**src/hdl/axil_consts.svh**
```systemverilog
/*
 * AXI4-lite register slice constants
 * bus widths and the outstanding-transaction limit
 */

`ifndef AXIL_CONSTS_SVH
`define AXIL_CONSTS_SVH

// ==============================
// bus widths
// ==============================
`define AXIL_ADDR_WIDTH 32
`define AXIL_DATA_WIDTH 32
// one strobe per data byte
`define AXIL_STRB_WIDTH 4

// ==============================
// outstanding tracking
// ==============================
// per direction, upstream side
`define AXIL_OSTD_MAX   16
// wide enough to hold the limit itself
`define AXIL_OSTD_WIDTH 5

`endif

```
**src/hdl/axil_pkg.sv**
```systemverilog
/*
 * AXI4-lite register slice types
 * bus field types and the payload struct of each channel
 */

`default_nettype none

`include "axil_consts.svh"

package axil_pkg;

    // ==============================
    // bus fields
    // ==============================
    typedef logic [`AXIL_ADDR_WIDTH-1:0] addr_t;
    typedef logic [`AXIL_DATA_WIDTH-1:0] data_t;
    typedef logic [`AXIL_STRB_WIDTH-1:0] strb_t;
    typedef logic [2:0]                  prot_t;
    typedef logic [1:0]                  resp_t;

    // encodings as AXI4-lite defines them
    typedef enum resp_t {
        RESP_OKAY   = 2'b00,
        RESP_EXOKAY = 2'b01,
        RESP_SLVERR = 2'b10,
        RESP_DECERR = 2'b11
    } resp_e;

    // ==============================
    // channel payloads
    // ==============================
    // AW and AR carry the same fields
    typedef struct packed {
        addr_t addr;
        prot_t prot;
    } aw_pl_t;

    typedef struct packed {
        addr_t addr;
        prot_t prot;
    } ar_pl_t;

    typedef struct packed {
        data_t data;
        strb_t strb;
    } w_pl_t;

    typedef struct packed {
        resp_e resp;
    } b_pl_t;

    typedef struct packed {
        data_t data;
        resp_e resp;
    } r_pl_t;

    // outstanding transaction count
    typedef logic [`AXIL_OSTD_WIDTH-1:0] ostd_cnt_t;

endpackage

`default_nettype wire

```
**src/hdl/axil_chan_reg.sv**
```systemverilog
/*
 * AXI4-lite channel buffer
 * one-entry valid/ready holding register, one payload type per instance
 * ready toward the source is high only while empty
 */

`timescale 1ns/1ps
`default_nettype none

module axil_chan_reg #(
    parameter type payload_t = logic
) (
    input  wire           clk,
    input  wire           rst,

    // source side
    input  wire payload_t in_pl,
    input  wire           in_valid,
    output logic          in_ready,

    // sink side
    output payload_t      out_pl,
    output logic          out_valid,
    input  wire           out_ready
);

    logic     full_q;
    payload_t pl_q;
    logic     in_fire;
    logic     out_fire;

    // ==============================
    // handshakes
    // ==============================
    assign in_ready = !full_q;
    assign in_fire  = in_valid && in_ready;
    assign out_fire = out_valid && out_ready;

    // full flag
    // in and out transfers never coincide, ready is low while full
    always_ff @(posedge clk) begin
        if (rst) begin
            full_q <= 1'b0;
        end else if (in_fire) begin
            full_q <= 1'b1;
        end else if (out_fire) begin
            full_q <= 1'b0;
        end
    end

    // payload, captured on input transfer only
    always_ff @(posedge clk) begin
        if (in_fire) begin
            pl_q <= in_pl;
        end
    end

    assign out_pl    = pl_q;
    assign out_valid = full_q;

    // ==============================
    // checks
    // ==============================
    // stalled output holds its payload
    a_out_stable: assert property (
        @(posedge clk) disable iff (rst)
        out_valid && !out_ready |=> out_valid && $stable(out_pl)
    );

    // nothing gets in while the entry still waits for the sink
    a_no_fill_when_full: assert property (
        @(posedge clk) disable iff (rst)
        out_valid |-> !in_fire
    );

endmodule

`default_nettype wire

```
**src/hdl/axil_ostd_tracker.sv**
```systemverilog
/*
 * AXI4-lite outstanding transaction tracker
 * up/down counts of upstream writes and reads accepted but not yet answered
 */

`timescale 1ns/1ps
`default_nettype none

`include "axil_consts.svh"

module axil_ostd_tracker (
    input  wire                 clk,
    input  wire                 rst,

    // upstream handshake pulses
    input  wire                 aw_fire,
    input  wire                 b_fire,
    input  wire                 ar_fire,
    input  wire                 r_fire,

    // status
    output axil_pkg::ostd_cnt_t wr_ostd,
    output axil_pkg::ostd_cnt_t rd_ostd
);

    axil_pkg::ostd_cnt_t wr_cnt_q;
    axil_pkg::ostd_cnt_t rd_cnt_q;

    // next count from request and response pulses
    // both at once leaves it unchanged
    function automatic axil_pkg::ostd_cnt_t step_count(
        input axil_pkg::ostd_cnt_t cnt,
        input logic                req,
        input logic                rsp
    );
        axil_pkg::ostd_cnt_t nxt;
        nxt = cnt;
        if (req && !rsp) begin
            nxt = cnt + axil_pkg::ostd_cnt_t'(1);
        end else if (rsp && !req) begin
            nxt = cnt - axil_pkg::ostd_cnt_t'(1);
        end
        return nxt;
    endfunction

    // ==============================
    // counters
    // ==============================
    always_ff @(posedge clk) begin
        if (rst) begin
            wr_cnt_q <= '0;
            rd_cnt_q <= '0;
        end else begin
            wr_cnt_q <= step_count(wr_cnt_q, aw_fire, b_fire);
            rd_cnt_q <= step_count(rd_cnt_q, ar_fire, r_fire);
        end
    end

    assign wr_ostd = wr_cnt_q;
    assign rd_ostd = rd_cnt_q;

    // ==============================
    // checks
    // ==============================
    // a response always answers an earlier request through the slice
    a_wr_no_underflow: assert property (
        @(posedge clk) disable iff (rst) b_fire |-> wr_cnt_q != '0
    );
    a_rd_no_underflow: assert property (
        @(posedge clk) disable iff (rst) r_fire |-> rd_cnt_q != '0
    );

    // upstream master keeps within the limit
    a_wr_no_overflow: assert property (
        @(posedge clk) disable iff (rst) int'(wr_cnt_q) <= `AXIL_OSTD_MAX
    );
    a_rd_no_overflow: assert property (
        @(posedge clk) disable iff (rst) int'(rd_cnt_q) <= `AXIL_OSTD_MAX
    );

endmodule

`default_nettype wire

```
**src/hdl/axil_reg_slice.sv**
```systemverilog
/*
 * AXI4-lite register slice
 * one-entry buffer on each of AW, W, B, AR and R between upstream and
 * downstream, plus upstream outstanding counts for quiescence checks
 */

`timescale 1ns/1ps
`default_nettype none

module axil_reg_slice (
    input  wire                   clk,
    input  wire                   rst,

    // ==============================
    // upstream, slave port
    // ==============================
    input  wire axil_pkg::addr_t  s_axil_awaddr,
    input  wire axil_pkg::prot_t  s_axil_awprot,
    input  wire                   s_axil_awvalid,
    output logic                  s_axil_awready,
    input  wire axil_pkg::data_t  s_axil_wdata,
    input  wire axil_pkg::strb_t  s_axil_wstrb,
    input  wire                   s_axil_wvalid,
    output logic                  s_axil_wready,
    output axil_pkg::resp_t       s_axil_bresp,
    output logic                  s_axil_bvalid,
    input  wire                   s_axil_bready,
    input  wire axil_pkg::addr_t  s_axil_araddr,
    input  wire axil_pkg::prot_t  s_axil_arprot,
    input  wire                   s_axil_arvalid,
    output logic                  s_axil_arready,
    output axil_pkg::data_t       s_axil_rdata,
    output axil_pkg::resp_t       s_axil_rresp,
    output logic                  s_axil_rvalid,
    input  wire                   s_axil_rready,

    // ==============================
    // downstream, master port
    // ==============================
    output axil_pkg::addr_t       m_axil_awaddr,
    output axil_pkg::prot_t       m_axil_awprot,
    output logic                  m_axil_awvalid,
    input  wire                   m_axil_awready,
    output axil_pkg::data_t       m_axil_wdata,
    output axil_pkg::strb_t       m_axil_wstrb,
    output logic                  m_axil_wvalid,
    input  wire                   m_axil_wready,
    input  wire axil_pkg::resp_t  m_axil_bresp,
    input  wire                   m_axil_bvalid,
    output logic                  m_axil_bready,
    output axil_pkg::addr_t       m_axil_araddr,
    output axil_pkg::prot_t       m_axil_arprot,
    output logic                  m_axil_arvalid,
    input  wire                   m_axil_arready,
    input  wire axil_pkg::data_t  m_axil_rdata,
    input  wire axil_pkg::resp_t  m_axil_rresp,
    input  wire                   m_axil_rvalid,
    output logic                  m_axil_rready,

    // upstream outstanding counts
    output axil_pkg::ostd_cnt_t   wr_ostd,
    output axil_pkg::ostd_cnt_t   rd_ostd
);

    // payloads before and after each buffer
    axil_pkg::aw_pl_t aw_in;
    axil_pkg::aw_pl_t aw_out;
    axil_pkg::w_pl_t  w_in;
    axil_pkg::w_pl_t  w_out;
    axil_pkg::ar_pl_t ar_in;
    axil_pkg::ar_pl_t ar_out;
    axil_pkg::b_pl_t  b_in;
    axil_pkg::b_pl_t  b_out;
    axil_pkg::r_pl_t  r_in;
    axil_pkg::r_pl_t  r_out;

    // upstream handshake pulses for the tracker
    logic aw_fire;
    logic b_fire;
    logic ar_fire;
    logic r_fire;

    // ==============================
    // packing
    // ==============================
    // requests from upstream
    assign aw_in.addr = s_axil_awaddr;
    assign aw_in.prot = s_axil_awprot;
    assign w_in.data  = s_axil_wdata;
    assign w_in.strb  = s_axil_wstrb;
    assign ar_in.addr = s_axil_araddr;
    assign ar_in.prot = s_axil_arprot;

    // responses from downstream, raw code carried as the enum
    assign b_in.resp  = axil_pkg::resp_e'(m_axil_bresp);
    assign r_in.data  = m_axil_rdata;
    assign r_in.resp  = axil_pkg::resp_e'(m_axil_rresp);

    // ==============================
    // request side
    // ==============================
    axil_chan_reg #(.payload_t(axil_pkg::aw_pl_t)) u_aw_reg (
        .clk       (clk),
        .rst       (rst),
        .in_pl     (aw_in),
        .in_valid  (s_axil_awvalid),
        .in_ready  (s_axil_awready),
        .out_pl    (aw_out),
        .out_valid (m_axil_awvalid),
        .out_ready (m_axil_awready)
    );

    axil_chan_reg #(.payload_t(axil_pkg::w_pl_t)) u_w_reg (
        .clk       (clk),
        .rst       (rst),
        .in_pl     (w_in),
        .in_valid  (s_axil_wvalid),
        .in_ready  (s_axil_wready),
        .out_pl    (w_out),
        .out_valid (m_axil_wvalid),
        .out_ready (m_axil_wready)
    );

    axil_chan_reg #(.payload_t(axil_pkg::ar_pl_t)) u_ar_reg (
        .clk       (clk),
        .rst       (rst),
        .in_pl     (ar_in),
        .in_valid  (s_axil_arvalid),
        .in_ready  (s_axil_arready),
        .out_pl    (ar_out),
        .out_valid (m_axil_arvalid),
        .out_ready (m_axil_arready)
    );

    // ==============================
    // outstanding tracking
    // ==============================
    // counted on the upstream side only
    assign aw_fire = s_axil_awvalid && s_axil_awready;
    assign b_fire  = s_axil_bvalid && s_axil_bready;
    assign ar_fire = s_axil_arvalid && s_axil_arready;
    assign r_fire  = s_axil_rvalid && s_axil_rready;

    axil_ostd_tracker u_ostd (
        .clk     (clk),
        .rst     (rst),
        .aw_fire (aw_fire),
        .b_fire  (b_fire),
        .ar_fire (ar_fire),
        .r_fire  (r_fire),
        .wr_ostd (wr_ostd),
        .rd_ostd (rd_ostd)
    );

    // ==============================
    // response side
    // ==============================
    axil_chan_reg #(.payload_t(axil_pkg::b_pl_t)) u_b_reg (
        .clk       (clk),
        .rst       (rst),
        .in_pl     (b_in),
        .in_valid  (m_axil_bvalid),
        .in_ready  (m_axil_bready),
        .out_pl    (b_out),
        .out_valid (s_axil_bvalid),
        .out_ready (s_axil_bready)
    );

    axil_chan_reg #(.payload_t(axil_pkg::r_pl_t)) u_r_reg (
        .clk       (clk),
        .rst       (rst),
        .in_pl     (r_in),
        .in_valid  (m_axil_rvalid),
        .in_ready  (m_axil_rready),
        .out_pl    (r_out),
        .out_valid (s_axil_rvalid),
        .out_ready (s_axil_rready)
    );

    // ==============================
    // unpacking
    // ==============================
    // buffered requests toward downstream
    assign m_axil_awaddr = aw_out.addr;
    assign m_axil_awprot = aw_out.prot;
    assign m_axil_wdata  = w_out.data;
    assign m_axil_wstrb  = w_out.strb;
    assign m_axil_araddr = ar_out.addr;
    assign m_axil_arprot = ar_out.prot;

    // buffered responses toward upstream
    assign s_axil_bresp  = b_out.resp;
    assign s_axil_rdata  = r_out.data;
    assign s_axil_rresp  = r_out.resp;

endmodule

`default_nettype wire

```
**config.mk**
```make
export PLATFORM = sky130hd
export DESIGN_NAME = axil_reg_slice
export DESIGN_NICKNAME = d
export VERILOG_FILES = /design/src/hdl/axil_pkg.sv /design/src/hdl/axil_chan_reg.sv /design/src/hdl/axil_ostd_tracker.sv /design/src/hdl/axil_reg_slice.sv
export VERILOG_INCLUDE_DIRS = /design/src /design/src/hdl
export SDC_FILE = /design/constraint.sdc
export NUM_CORES = 1
export LEC_CHECK = 0
export ABC_AREA = 1
export BUFFER_PORTS_ARGS = -buffer_cell sky130_fd_sc_hd__clkbuf_2
export CORE_AREA = 2 2 124 126
export CTS_CLUSTER_SIZE = 14
export DETAILED_ROUTE_END_ITERATION = 10
export DIE_AREA = 0 0 126 128
export GPL_ROUTABILITY_DRIVEN = 0
export PLACE_DENSITY = 0.71
export SETUP_SLACK_MARGIN = 0.15
export SLEW_MARGIN = 20
export SYNTH_ARGS = -nofsm -noshare
export SYNTH_HDL_FRONTEND = slang
export SYNTH_HIERARCHICAL = 1
export SYNTH_SLANG_ARGS = --single-unit
```
**constraint.sdc**
```tcl
create_clock -name clk -period 1.7 [get_ports clk]
set_input_delay 0.34 -clock clk [delete_from_list [all_inputs] [get_ports clk]]
set_output_delay 0.34 -clock clk [all_outputs]
set_load 0.01 [all_outputs]
```
==> run_results.csv <==
group,metric,value,unit
die,die_h,128,um
synth,synth_compound_area_share,1.40,%
sta,rsz0062_at_grt,"yes",
cells_and_area,drive_above_1_share,62.7,%
synth,seq_area_frac_synth,86.9,%
power,p_leak,3.63,nW
sta,final_max_slew_viol_count,0,
synth,syn_area,5260,um^2
drt,finalWirelength,14.1,mm
cells_and_area,final_common_cell,"clkbuf_2",
synth,synthAdderAreaFrac,2.67,%
synth,ys_types,16,
worst_hold_path,hold_path.class,"in -> reg",
clock_tree,clkLatencyLatePin,0.42,ns
clock_tree,cts-root-buf,"clkbuf_16",
drt,antenna_left,0,
grt,gr-total-overflow,0,
die,io-pin-count,316,
cells_and_area,final_cell_area,7970,um^2
synth,syn_nets,454,
die,start_util,35.4,%
grt,gr-usage-all-layers,17.0,%
critical_path,crit_path_start_kind,"register",
synth,synth_xor_area_share,0.667,%
clock_tree,clk_pin_slew,0.07,ns
die,num_rows,45,
critical_path,critPathArrivalTime,1.91,ns
sta,fin_crit,1.59,ns
power,total_power,9.68,mW
synth,muxShareOfSynthArea,0,%
synth,synth_area_leaders,"edfxtp_1 81%, dfxtp_1 5.7%, nand2_1 2.8%, inv_1 2.1%, ha_1 1.9%",
sta,fin_crit_sh,93.6,%
placement,dpl.hpwl,11.0,mm
clock_tree,htreeDepth,4,
die,core,14900,um^2
sta,clock-skew-final,0.00848,ns
cells_and_area,final_cell_mix,"315 x clkbuf_2, 142 x edfxtp_1, 33 x nand2_1",
sta,worst_slew_pin_slew,0.428,ns
power,ir_worst_vdd,0.666,mV
drt,vias,3661,
clock_tree,clockBufferDepth,2,
sta,hold_viol_final,0,
drt,routedWlPerCell,16.8,um
synth,synth_area_leader_cell,"edfxtp_1",
synth,syn-instance-count,290,
power,p_clk_share,39.6,%
critical_path,critPathKind,"reg -> reg",
synth,ys_ff_latch,157,
sta,slew_headroom,71.4,%
synth,synth.avg_cell_area,18.1,um^2
grt,antenna_found_initial,0,
grt,grt_max_degree,36,
power,p_sw,2.50,mW
drt,drt_first_iter_violations,195,
drt,drc,0,
synth,synth_top_family_by_area,"simple AND/OR/NAND/NOR gates",
cells_and_area,syn_to_final_growth,51.7,%
critical_path,crit_fanout,5,
cells_and_area,nNetsFinal,802,
drt,vias_per_cell,4.36,
synth,yosys.area_share.simple,5.62,%
power,p_comb_share,12.4,%
clock_tree,clock-sinks,157,
grt,grt_pass1_vias,3656,
power,swShare,25.8,%
placement,io_buffer_count,315,
cells_and_area,fillers,1233,
placement,dpl_cell_area,7220,um^2
grt,grt_pass1_wl,20.4,mm
synth,yosysWarnings,6,
power,power_density,1210,nW/um^2
critical_path,cp-end-kind,"register",
die,die_area,16100,um^2
power,internal_power,7.18,mW
clock_tree,cts_buffers,17,
critical_path,worstPathRequired,2.02,ns
power,seqPwrFrac,47.9,%
drt,dr.pass1.iters,4,
sta,setup_violations,0,
cells_and_area,diodes,0,
sta,clock.fmax,629,MHz
synth,synth_top_area_share,81.1,%
clock_tree,cts_tree,"built",
die,die_x,126,um
sta,fin_setup_tns,0,ns
run,drv_cap,0,
run_status,status,"finished clean",
-- what timing repair did --
item	in CTS	in global routing
pin swaps	10	9
gates resized for setup	17	5
hold buffers	0	0
endpoints found under the setup margin	7	7
buffers inserted	4	3
-- cells by family (layout without fill, tap and decap cells) --
family | after synthesis | count (layout)
DFF | 157 | 157
adders and majority gates | 10 | 10
AOI/OAI and AO/OA | 11 | 11
xor gates and xnor gates | 4 | 4
buffers and inverters | 38 | 399
and+or+nand+nor | 70 | 70
-- sequential cells by signal, summed over array words and instances (netlist names) --
name / cells
u_ar_reg/out_pl: 35
u_ar_reg/out_valid: 1
u_aw_reg/out_pl: 35
u_aw_reg/out_valid: 1
u_b_reg/out_pl: 2
u_b_reg/out_valid: 1
u_ostd/rd_ostd: 5
u_ostd/wr_ostd: 5
u_r_reg/out_pl: 34
u_r_reg/out_valid: 1
u_w_reg/out_pl: 36
u_w_reg/out_valid: 1
-- power by group through the flow --
stage	sequential [mW]	combinational (mW)	clock (mW)
floorplan	4.84	0.391	0
global placement	4.71	1.08	0
detailed placement	4.73	1.13	0
CTS	4.64	1.18	3.93
global route	4.67	1.32	4.09
finish	4.64	1.20	3.84
-- cell usage after synthesis --
cell type,count
dfxtp_1,15
nor2_1,14
edfxtp_1,142
a21oi_1,4
buf_4,1
a21oi_2,5
nand2_1,39
ha_1,8
or2_1,4
o21ai_1,2
fa_1,2
nand3_1,8
nand2_2,5
inv_1,30
inv_2,7
xor2_1,4
-- per-stage QoR --
| step | hold slack (ns) | setup slack [ns] | util [%] | std cells |
|---|---|---|---|---|
| global route | 0.0620 | 0.0287 | 53.6 | 839 |
| CTS | 0.0670 | 0.153 | 53.4 | 836 |
| global placement | 0.480 | -0.0202 | 48.5 | 800 |
| detailed placement | 0.494 | -0.0777 | 48.5 | 800 |
| finish | 0.0873 | 0.110 | 53.6 | 839 |
| floorplan | 0.395 | 0.108 | - | 290 |
-- cell type report --
| class | count | area [um^2] | share of cell area (%) |
|---|---|---|---|
| inverter | 37 | 160 | 2.01 |
| multi-input combinational | 95 | 644 | 8.08 |
| clock inverter | 15 | 196 | 2.46 |
| tap | 188 | 235 | 2.95 |
| timing repair buffer | 330 | 1740 | 21.8 |
| clock buffer | 17 | 425 | 5.34 |
| sequential | 157 | 4570 | 57.3 |
-- path summary, 6_finish.rpt --
check / slack [ns] / start / to / cells after the start
worst min-delay path: 0.09 / s_axil_wdata[22] / u_w_reg/out_pl[26] / 1
worst max register to register: 0.11 / u_ar_reg/out_valid / u_ostd/rd_ostd[4] / 12
worst min register to register: 0.51 / u_w_reg/out_valid / u_w_reg/out_valid / 2
worst max-delay path: 0.11 / u_ar_reg/out_valid / u_ostd/rd_ostd[4] / 12
-- per-layer routing --
metal	vias to the layer above	global-route usage (%)	wire length, um	share of wire (%)
li1	1727	-	-	-
met1	1733	20.5	5370	38
met2	177	28.5	7370	52
met3	24	5.13	972	6.9
met4	0	7.11	345	2.5
met5	-	0	0	0
-- worst max-delay path, stage by stage (launching register included) --
cell	delay [ns]
dfxtp_2	0.32
inv_2	0.05
nand2_2	0.05
inv_2	0.07
ha_4	0.16
inv_6	0.05
fa_2	0.35
nand2_1	0.08
nand2_1	0.07
nand3_1	0.09
nand3_1	0.10
nand2_1	0.08
inv_1	0.04
(Power assumes the default switching activity.)
